==> src/verilog/dcache_macros.svh <==
`ifndef DCACHE_MACROS_SVH
`define DCACHE_MACROS_SVH

// address split into tag, index and byte offset
`define DC_ADDR_W    32
`define DC_INDEX_W   6    // 64 sets
`define DC_OFFSET_W  6    // 64 bytes per line

`define DC_LINE_W    512

// whatever is left above index and offset
`define DC_TAG_W     (`DC_ADDR_W - `DC_INDEX_W - `DC_OFFSET_W)

`define DC_WAYS      2

`endif

==> src/verilog/dcache_pkg.sv <==
`include "dcache_macros.svh"

package dcache_pkg;

    typedef enum logic {
        OP_READ  = 1'b0,
        OP_WRITE = 1'b1
    } dcache_op_e;

    typedef enum logic [1:0] {
        SIZE_BYTE = 2'd0,
        SIZE_HALF = 2'd1,
        SIZE_WORD = 2'd2
    } dcache_size_e;

    typedef enum logic [2:0] {
        IDLE       = 3'd0,
        LOOKUP     = 3'd1,
        WRITE_BACK = 3'd2,   // dirty victim out first
        MISS       = 3'd3,
        REFILL     = 3'd4,
        RESPOND    = 3'd5
    } dcache_state_e;

    typedef logic [`DC_LINE_W-1:0] line_t;

    // request as issued by the load/store pipeline
    typedef struct packed {
        logic [`DC_ADDR_W-1:0] addr;
        dcache_op_e            op;
        dcache_size_e          size;
        logic                  sign;    // sign-extend loads
        logic [31:0]           wdata;   // store value in the low bits
    } dcache_req_t;

    typedef struct packed {
        logic                 valid;
        logic [`DC_TAG_W-1:0] tag;
        logic                 dirty;
        line_t                line;
        logic                 hit;
    } way_rd_t;

    typedef struct packed {
        logic [`DC_INDEX_W-1:0]  index;
        logic [`DC_TAG_W-1:0]    tag;
        line_t                   data;
        logic [`DC_LINE_W/8-1:0] be;       // one bit per byte
        logic                    tag_we;   // also sets valid
        logic                    dirty_we;
        logic                    dirty;
    } way_wr_t;

    typedef struct packed {
        line_t                   data;
        logic [`DC_LINE_W/8-1:0] mask;
    } store_t;

    // line read request towards memory
    typedef struct packed {
        logic                  valid;
        logic [`DC_ADDR_W-1:0] addr;
    } mem_rd_t;

endpackage

==> src/verilog/dcache_load_align.sv <==
`include "dcache_macros.svh"

module dcache_load_align (
    input  dcache_pkg::dcache_req_t i_req,
    input  dcache_pkg::way_rd_t     i_way_rd [`DC_WAYS],
    input  dcache_pkg::line_t       i_refill_line,
    input  logic                    i_use_refill,
    output logic [31:0]             o_rdata
);

    dcache_pkg::line_t line;
    logic [31:0]       word;
    logic [31:0]       shifted;   // addressed byte or half at bit 0

    always_comb begin
        line = i_way_rd[0].line;
        for (int w = 0; w < `DC_WAYS; w++) begin
            if (i_way_rd[w].hit) begin
                line = i_way_rd[w].line;
            end
        end
        if (i_use_refill) begin
            line = i_refill_line;   // miss answered from the return buffer
        end
    end

    assign word    = line[i_req.addr[`DC_OFFSET_W-1:2]*32 +: 32];
    assign shifted = word >> {i_req.addr[1:0], 3'b000};

    always_comb begin
        case (i_req.size)
            dcache_pkg::SIZE_BYTE: begin
                o_rdata = {{24{i_req.sign & shifted[7]}}, shifted[7:0]};
            end
            dcache_pkg::SIZE_HALF: begin
                o_rdata = {{16{i_req.sign & shifted[15]}}, shifted[15:0]};
            end
            default: begin
                o_rdata = word;
            end
        endcase
    end

endmodule

==> config.mk <==
export PLATFORM = sky130hd
export DESIGN_NAME = dcache_load_align
export DESIGN_NICKNAME = d
export VERILOG_FILES = /design/src/verilog/dcache_pkg.sv /design/src/verilog/dcache_load_align.sv
export VERILOG_INCLUDE_DIRS = /design/src /design/src/verilog
export SDC_FILE = /design/constraint.sdc
export NUM_CORES = 1
export LEC_CHECK = 0
export BUFFER_PORTS_ARGS = -buffer_cell sky130_fd_sc_hd__buf_4
export CAP_MARGIN = 20
export CORE_AREA = 2 2 657 659
export DETAILED_ROUTE_END_ITERATION = 16
export DIE_AREA = 0 0 659 661
export PLACE_DENSITY = 0.3
export SLEW_MARGIN = 20
export SYNTH_ARGS = -nofsm -noshare
export SYNTH_HDL_FRONTEND = slang
export SYNTH_SLANG_ARGS = --single-unit
==> constraint.sdc <==
create_clock -name vclk -period 6.35
set_clock_uncertainty 0.05 [all_clocks]
set_input_delay 1.905 -clock vclk [all_inputs]
set_output_delay 1.905 -clock vclk [all_outputs]
set_load 0.005 [all_outputs]
==> results.cfg <==
[die]
io_pins = 1683
std_cell_rows = 241
die_h_um = 661
die_area_mm2 = 0.436
initial_core_util = 0.0318
core_area_mm2 = 0.429
die_w_um = 659

[cells_and_area]
seq_cells = 0
n_clock_buffer = 0
drive_gt1_frac = 0.838
final_nets = 4736
area_growth_pct = 176
seq_area_um2 = 0
fin_cells = 8859

[routing]
routed_via_density = 2.61
drt-initial-drc-count = 1529
routedWlPerCell_um = 37.1
drt_first_pass_iters = 5
drc = 0
drtAntennaViolNets = 0
routed_wl_mm = 329
via_count = 23100

[logic_synthesis]
synth_compound_area_frac = 0.123
yosysSeqAreaShare = 0
syn_area_mm2 = 0.0137
synth.most_common_cell = mux4_2
yosys.cell_types.count = 64
avgSynthCellArea_um2 = 11.3
synth_largest_area_cell = mux4_2
synth_top_area_frac = 0.559
synthMuxAreaShare = 0.711
synthXorXnorAreaFrac = 0
synth_common_cells = mux4_2, nand2_1, mux2i_1, nor2_1, a21oi_1
yosys.area_share.simple = 0.0909
synth_top_family_by_area = multiplexers
synth_nets = 2855
syn_inst = 1204
ys_warn_count = 0
synth-adder-area-share = 0
synth.area.top_cells = mux4_2, mux2i_1, mux2_2, nand2_1, mux4_1

[power]
clkPwrFrac = 0
peakVddDrop_v = 0.0000337
p_comb_frac = 1.000
cellLeakagePower_nw = 14.8
pwr-share-seq = 0
switchingPower_mw = 1.44
p_sw_frac = 0.477
power_density_mw_per_mm2 = 79.9
p_int_mw = 1.57

[global_routing]
grt_pass1_vias = 23100
grt.overflow.total = 0
grt_pass1_wl_mm = 377
antenna_found_initial = 417
grt_usage = 0.144
grt_max_degree = 35

[worst_setup_path]
worstPathArrival_ns = 5.00
start_kind = input pin
crit_family = multiplexers
critPathCaptureType = output pin
critical_path_required_ns = 4.39
path_class = input pin to output pin
slowest_stage = mux4_2
cpPeakStageDelay_ns = 0.58
path_cells = buf_16 > buf_12 > buf_16 > buf_12 > buf_8 > mux4_2 > mux4_2 > nor2_2 > a21oi_1 > a221o_2 > nand2_1 > o211ai_1 > buf_4
crit_buf_inv = 6
path_max_fanout = 8

[worst_hold_path]
min_path_type = input pin to output pin
holdPathStages = 5
hold_end = o_rdata[4]
min_from = i_req[37]

[job]
drv_cap = 0

[placed_design]
post-place-ws_ns = -1.50
numPortBuffers = 1579
dpl.cell_count = 8709
place.gp.congestion = 0.888
dp.final_hpwl_mm = 309

[sta]
slew_violations = 0
whs_ns = 4.30
tightest_slew_ns = 0.839
finalCriticalPeriod_ns = 6.95
slew_headroom = 0.438
finalCritPeriodShare = 1.09
hold_viol_final = 0
setup_ws_ns = -0.602
rsz0062_at_grt = yes
fmax_ghz = 0.144
setup_viol = 32

[outcome]
outcome = complete, but fails checks
failed_checks = setup timing

[cts]
cts_hold_buf = 0
cell families after synthesis:
family | after synthesis
and+or+nand+nor | 289
buffers and inverters | 157
AOI/OAI and AO/OA | 244
muxes | 514
metal layers:
metal	track usage	routed length, µm	part of all wire
met1	0.143	110000	0.33
met4	0.0192	7290	0.022
met3	0.0836	42700	0.13
met2	0.263	167000	0.51
met5	0	1940	0.0059
power by group through the flow:
stage                      clock (mW)  sequential (mW)  combinational, mW
final                      0.00000135                0               3.01
after detailed placement            0                0               2.81
after CTS                           0                0               3.04
after floorplan                     0                0              0.849
after global routing      0.000000593                0               3.17
after global placement              0                0               2.81
worst max path at each step:
stage | end | start | depth (start not counted) | slack (ns)
floorplan | o_rdata[12] | i_req[38] | 12 | 0.14
global placement | o_rdata[23] | i_req[38] | 11 | -1.78
detailed placement | o_rdata[23] | i_req[38] | 11 | -1.50
CTS | o_rdata[3] | i_way_rd[0] | 13 | -0.64
global route | o_rdata[13] | i_way_rd[0] | 13 | -0.64
finish | o_rdata[13] | i_way_rd[0] | 13 | -0.60
per-stage QoR:
| step | utilization | instance area, µm² | TNS [ns] | power, mW |
|---|---|---|---|---|
| after floorplan | - | 13700 | 0 | 0.849 |
| after global placement | 0.0814 | 34900 | -46.21 | 2.81 |
| after detailed placement | 0.0815 | 35000 | -36.85 | 2.81 |
| after CTS | 0.0861 | 37000 | -15.60 | 3.04 |
| after global routing | 0.0875 | 37500 | -16.82 | 3.17 |
| final | 0.0877 | 37600 | -14.68 | 3.01 |
cell usage in the layout, fill, tap and decap left out, types with 9 or more instances in the layout:
| master | count |
|---|---|
| a211oi_1 | 37 |
| a211oi_2 | 13 |
| a21oi_1 | 47 |
| a21oi_2 | 9 |
| a31oi_1 | 17 |
| buf_12 | 60 |
| buf_16 | 11 |
| buf_4 | 1869 |
| buf_6 | 66 |
| buf_8 | 18 |
| diode_2 | 66 |
| mux2_2 | 40 |
| mux2_4 | 9 |
| mux2i_1 | 96 |
| mux2i_2 | 12 |
| mux4_2 | 348 |
| nand2_1 | 111 |
| nand2_2 | 10 |
| nand3_4 | 10 |
| nor2_1 | 71 |
| nor2_2 | 13 |
| nor2b_1 | 13 |
| o211ai_1 | 10 |
| o21ai_0 | 19 |
| o22ai_1 | 13 |
tightest hold or removal path: cells and delay by family:
family / cells / cell delay (ns)
buf+inv: 2 / 0.32
simple gates: 1 / 0.09
compound gates: 2 / 0.12
layout make-up:
type / instances / area (µm²)
Antenna cell: 66 / 165
Fill cell: 49900 / 391000
Inverter: 6 / 42.5
Multi-Input combinational cell: 1047 / 13500
Tap cell: 5710 / 7140
Timing Repair Buffer: 2030 / 16700
repair_timing:
action | CTS | global route
endpoints found under the setup margin | 32 | 32
resized for setup | 295 | 75
buffers inserted | 55 | 29
gates cloned | 9 | 0
pin swaps | 61 | 48
No activity file was read; power rests on OpenSTA's default activity.
