$ cat src/verilog/dcache_macros.svh
`ifndef DCACHE_MACROS_SVH
`define DCACHE_MACROS_SVH

// address split into tag, index and byte offset
`define DC_ADDR_W    32
`define DC_INDEX_W   6    // 64 sets
`define DC_OFFSET_W  6    // 64 bytes per line

`define DC_LINE_W    512

// whatever is left above index and offset
`define DC_TAG_W     (`DC_ADDR_W - `DC_INDEX_W - `DC_OFFSET_W)

`define DC_WAYS      2

`endif

$ cat src/verilog/dcache_pkg.sv
`include "dcache_macros.svh"

package dcache_pkg;

    typedef enum logic {
        OP_READ  = 1'b0,
        OP_WRITE = 1'b1
    } dcache_op_e;

    typedef enum logic [1:0] {
        SIZE_BYTE = 2'd0,
        SIZE_HALF = 2'd1,
        SIZE_WORD = 2'd2
    } dcache_size_e;

    typedef enum logic [2:0] {
        IDLE       = 3'd0,
        LOOKUP     = 3'd1,
        WRITE_BACK = 3'd2,   // dirty victim out first
        MISS       = 3'd3,
        REFILL     = 3'd4,
        RESPOND    = 3'd5
    } dcache_state_e;

    typedef logic [`DC_LINE_W-1:0] line_t;

    // request as issued by the load/store pipeline
    typedef struct packed {
        logic [`DC_ADDR_W-1:0] addr;
        dcache_op_e            op;
        dcache_size_e          size;
        logic                  sign;    // sign-extend loads
        logic [31:0]           wdata;   // store value in the low bits
    } dcache_req_t;

    typedef struct packed {
        logic                 valid;
        logic [`DC_TAG_W-1:0] tag;
        logic                 dirty;
        line_t                line;
        logic                 hit;
    } way_rd_t;

    typedef struct packed {
        logic [`DC_INDEX_W-1:0]  index;
        logic [`DC_TAG_W-1:0]    tag;
        line_t                   data;
        logic [`DC_LINE_W/8-1:0] be;       // one bit per byte
        logic                    tag_we;   // also sets valid
        logic                    dirty_we;
        logic                    dirty;
    } way_wr_t;

    typedef struct packed {
        line_t                   data;
        logic [`DC_LINE_W/8-1:0] mask;
    } store_t;

    // line read request towards memory
    typedef struct packed {
        logic                  valid;
        logic [`DC_ADDR_W-1:0] addr;
    } mem_rd_t;

endpackage

$ cat src/verilog/dcache_req_buf.sv
`include "dcache_macros.svh"

module dcache_req_buf (
    input  logic                    clk,
    input  logic                    rstn,
    input  dcache_pkg::dcache_req_t i_req,
    input  logic                    i_take,
    output dcache_pkg::dcache_req_t o_req,
    output dcache_pkg::store_t      o_store
);

    localparam int BYTES = `DC_LINE_W / 8;

    dcache_pkg::dcache_req_t req_q;
    logic [`DC_OFFSET_W-1:0] offset;
    logic [3:0]              lane_mask;   // bytes touched within the word

    // request stays put until the controller takes the next one
    always_ff @(posedge clk) begin
        if (!rstn) begin
            req_q <= '0;
        end else if (i_take) begin
            req_q <= i_req;
        end
    end

    assign o_req  = req_q;
    assign offset = req_q.addr[`DC_OFFSET_W-1:0];

    always_comb begin
        case (req_q.size)
            dcache_pkg::SIZE_BYTE: lane_mask = 4'b0001;
            dcache_pkg::SIZE_HALF: lane_mask = 4'b0011;
            default:               lane_mask = 4'b1111;
        endcase
    end

    // aligned access, so a plain byte shift lands the value in lane and word
    assign o_store.data = dcache_pkg::line_t'(req_q.wdata) << {offset, 3'b000};

    // loads never write the array
    assign o_store.mask = (req_q.op == dcache_pkg::OP_WRITE) ?
                          (BYTES'(lane_mask) << offset) : '0;

endmodule

$ cat config.mk
export PLATFORM = sky130hd
export DESIGN_NAME = dcache_req_buf
export DESIGN_NICKNAME = d
export VERILOG_FILES = /design/src/verilog/dcache_pkg.sv /design/src/verilog/dcache_req_buf.sv
export VERILOG_INCLUDE_DIRS = /design/src /design/src/verilog
export SDC_FILE = /design/constraint.sdc
export NUM_CORES = 1
export LEC_CHECK = 0
export BUFFER_PORTS_ARGS = -buffer_cell sky130_fd_sc_hd__buf_4
export CORE_AREA = 5 5 277 279
export DETAILED_ROUTE_END_ITERATION = 8
export DIE_AREA = 0 0 282 284
export GPL_TIMING_DRIVEN = 0
export PLACE_DENSITY_LB_ADDON = 0.15
export SLEW_MARGIN = 10
export SYNTH_ARGS = -nofsm -noshare
export SYNTH_HDL_FRONTEND = slang
export SYNTH_SLANG_ARGS = --single-unit
$ cat constraint.sdc
create_clock -name clk -period 1.6 [get_ports clk]
set_input_delay 0.24 -clock clk [delete_from_list [all_inputs] [get_ports clk]]
set_output_delay 0.24 -clock clk [all_outputs]
set_load 0.01 [all_outputs]
==> metrics.md <==
| Metric | Value |
|---|---|
| # IOs | 715 |
| Sequential share of the synthesized area | 0.1587 |
| Starting Density | 0.1160 |
| Root buf cell | clkbuf_16 |
| Pins over their slew limit | 0 |
| Clock transition at path regs | 0.07 ns |
| Die X-Extent | 282 microns |
| Synthesized instance count | 1,267 |
| Critical path arrival | 2.18 ns |
| Primary flip-flop cell chosen by synthesis mapping | dfxtp_1 |
| Post-layout minimum cycle time | 2.422 ns |
| # clock sinks | 68 |
| Post-synth top area cell | dfxtp_1 |
| DRC Markers | 0 |
| Largest net degree at the start of global routing | 15 |
| Leak | 9.679 nW |
| Fin cells | 3,166 |
| Avg Cell Area, Syn | 6.770 sq um |
| Register bit total from synthesis | 68 |
| Pwr Density | 369.7 nW/um^2 |
| Fmax | 413.0 MHz |
| Overall routing resource usage | 0.2124 |
| Critical-path cell list | buf_6, or3b_4, or3_4, o22ai_4, buf_6 |
| Startpoint Class | flop |
| Top Family by Delay on Critical Path | simple AND/OR/NAND/NOR gates |
| Status | finished, violations left |
| Worst path depth | 5 |
| H-tree levels | 3 |
| Period utilisation layout | 1.513 |
| YS warnings | 0 |
| Hold path start | i_req[41] |
| CP bufs+invs | 2 |
| Final Setup Violations | 576 |
| RSZ-0062 raised after global routing | true |
| HP Class | in2reg |
| DRT Pass-1 Iters | 5 |
| Placed cell count | 2,948 |
| Share of cells above drive strength 1 | 0.8143 |
| Total Wirelength | 91,380 microns |
| Synth cell types | 61 |
| Crit. End Element | primary output |
| # diodes | 0 |
| Die height | 284 microns |
| Max FO, Critical Path | 8 |
| Final core utilization | 0.3426 |
| Clock Path Buffers | 2 |
| Buffers on Ports | 712 |
| Synth top area cells | dfxtp_1, nor2_1, mux2i_1 |
| Vias in the first global route | 14,920 |
| First DRT Iteration DRCs | 794 |
| Number of enable flip-flop cells after synthesis | 0 |
| First-pass GRT wire length | 122,100 microns |
| Worst VDD drop | 611.0 uV |
| Die area | 80,090 sq um |
| TritonCTS buffer count | 9 |
| NumNets Final | 2,263 |
| Post-route design area | 25,330 sq um |
| Post-cts hold buffer count | 0 |
| Slew headroom | 0.5595 |
| Failing checks | setup timing |
| Total vias in the final route | 14,380 |
| Post-place instance area | 17,980 sq um |
| Worst Setup SP | o_req[40] |
| FF-to-FF path depth | 7 |
| Antenna viol nets, final | 0 |
| Fin. Hold Viols | 0 |
| Syn_nets | 1,338 |
| Maxcap violations | 0 |
| Slowest CP cell | or3_4 |
| Post-DR wirelength/cell | 28.86 microns |
| CTS tree | done |
| Core box area | 73,950 sq um |
| Most frequent CP cell | buf_6 |
| CP Data Required Time | 1.36 ns |
| Async S/R FF share, synth | 0 |
| Hold path depth | 3 |
| CP max stage delay | 0.53 ns |
| Vias per cell | 4.543 |
| Worst-skew pair later-pin latency | 0.35 ns |
| Least-Margin Pin Slew | 0.6607 ns |
| Worst Skew | 0 ns |
| Reg-to-Reg Start | o_req[36] |
| Dpl hpwl | 69,970 microns |
| Setup Crit Path Kind | reg2out |
| Initial antenna violation count | 2 |
| P&R area growth vs syn | 195.3% |
| Placer Congestion | 0.8237 |
| Cell Rows | 100 |
| Most frequent cells in the layout | buf_4, buf_6, nor2_4, buf_12, nor2_1 |
| Post-synthesis cell area | 8577 sq um |
| Grt total ovfl | 0 |
| Leading cell type in the layout, fill and taps excluded | buf_4 |
| Max reg flops | 68 |
| Top cell type's share of synthesized area | 0.1587 |
| Final setup margin | -0.8216 ns |
## metrics by stage
step,TNS [ns],total power [mW],hold WS (ns),setup WS [ns]
final,-409.54,9.366,0.1338,-0.8216
after global routing,-444.72,9.736,0.1380,-0.8701
after CTS,-424.82,9.198,0.1073,-0.8711
after detailed placement,-431.80,5.581,0.5033,-1.121
after global placement,-421.14,5.556,0.4951,-1.074
after floorplan,-64.44,3.999,0.4082,-0.2308
## layout make-up
type                            instances  area (sq um)
Sequential cell                        68          1395
Timing Repair Buffer                  926          9338
Multi-Input combinational cell       1048         11410
Tap cell                              969          1212
Inverter                                3         21.27
Fill cell                            7579         48610
Buffer                                136          1670
Clock buffer                            9         225.2
Clock inverter                          7         58.81
## where the power goes
part	total (mW)	internal, mW	switching (mW)	leakage, nW
logic	5.39	2.40	3.00	8.97
clock network	1.97	1.07	0.901	0.138
registers	2.00	1.80	0.205	0.569
## worst paths after layout
kind / slack, ns / endpoint
worst max-delay path: -0.82 / o_store[333]
worst min-delay path: 0.13 / o_req[41]
worst max register to register: 0.09 / o_req[36]
worst min register to register: 0.52 / o_req[58]
## per-layer routing
| metal | global-route usage | vias up | routed length (microns) |
|---|---|---|---|
| met5 | 0 | - | 0 |
| met4 | 0.05177 | 0 | 2526 |
| met3 | 0.05413 | 126 | 6788 |
| met2 | 0.3806 | 662 | 46160 |
| met1 | 0.2527 | 7206 | 35900 |
| li1 | - | 6389 | - |
## logic make-up after synthesis
family	share of synthesized area
mux	0.1611
xor+xnor	0.001021
flops	0.1587
compound gates	0.2352
simple gates	0.3619
buf+inv	0.08213
## synth_stat cells (3+ instances only)
library cell  number
a211oi_1           8
a211oi_2          14
a21boi_0          23
a21oi_1           65
a22oi_1           32
a22oi_2            9
a32oi_1           16
and2_1            11
and3b_1           13
and4b_1            3
buf_1              3
buf_2             45
buf_4             13
buf_6              3
clkbuf_1          86
dfxtp_1           68
mux2_2            32
mux2i_1           84
mux2i_4            8
nand2_1           50
nand2b_1           5
nand3_1           33
nor2_1           324
nor2_2             3
nor2b_1           77
nor3_1            69
nor3b_1            4
nor4bb_1          16
o21a_1             3
o21ai_0           10
o22ai_1           72
o2bb2ai_1         16
or2_2              3
or3_1             12
## repair_timing
action	4_1_cts	5_1_grt
endpoints found under the setup margin	586	576
gates resized for setup	749	301
setup buffers	169	26
cloned	21	3
pin swaps	134	60
## tightest hold or removal path, delay by kind of cell
family / cells / cell delay [ns]
AND/OR/NAND/NOR: 1 / 0.09
buffers and inverters: 1 / 0.07
multiplexers: 1 / 0.05
(Power assumes the default switching activity.)
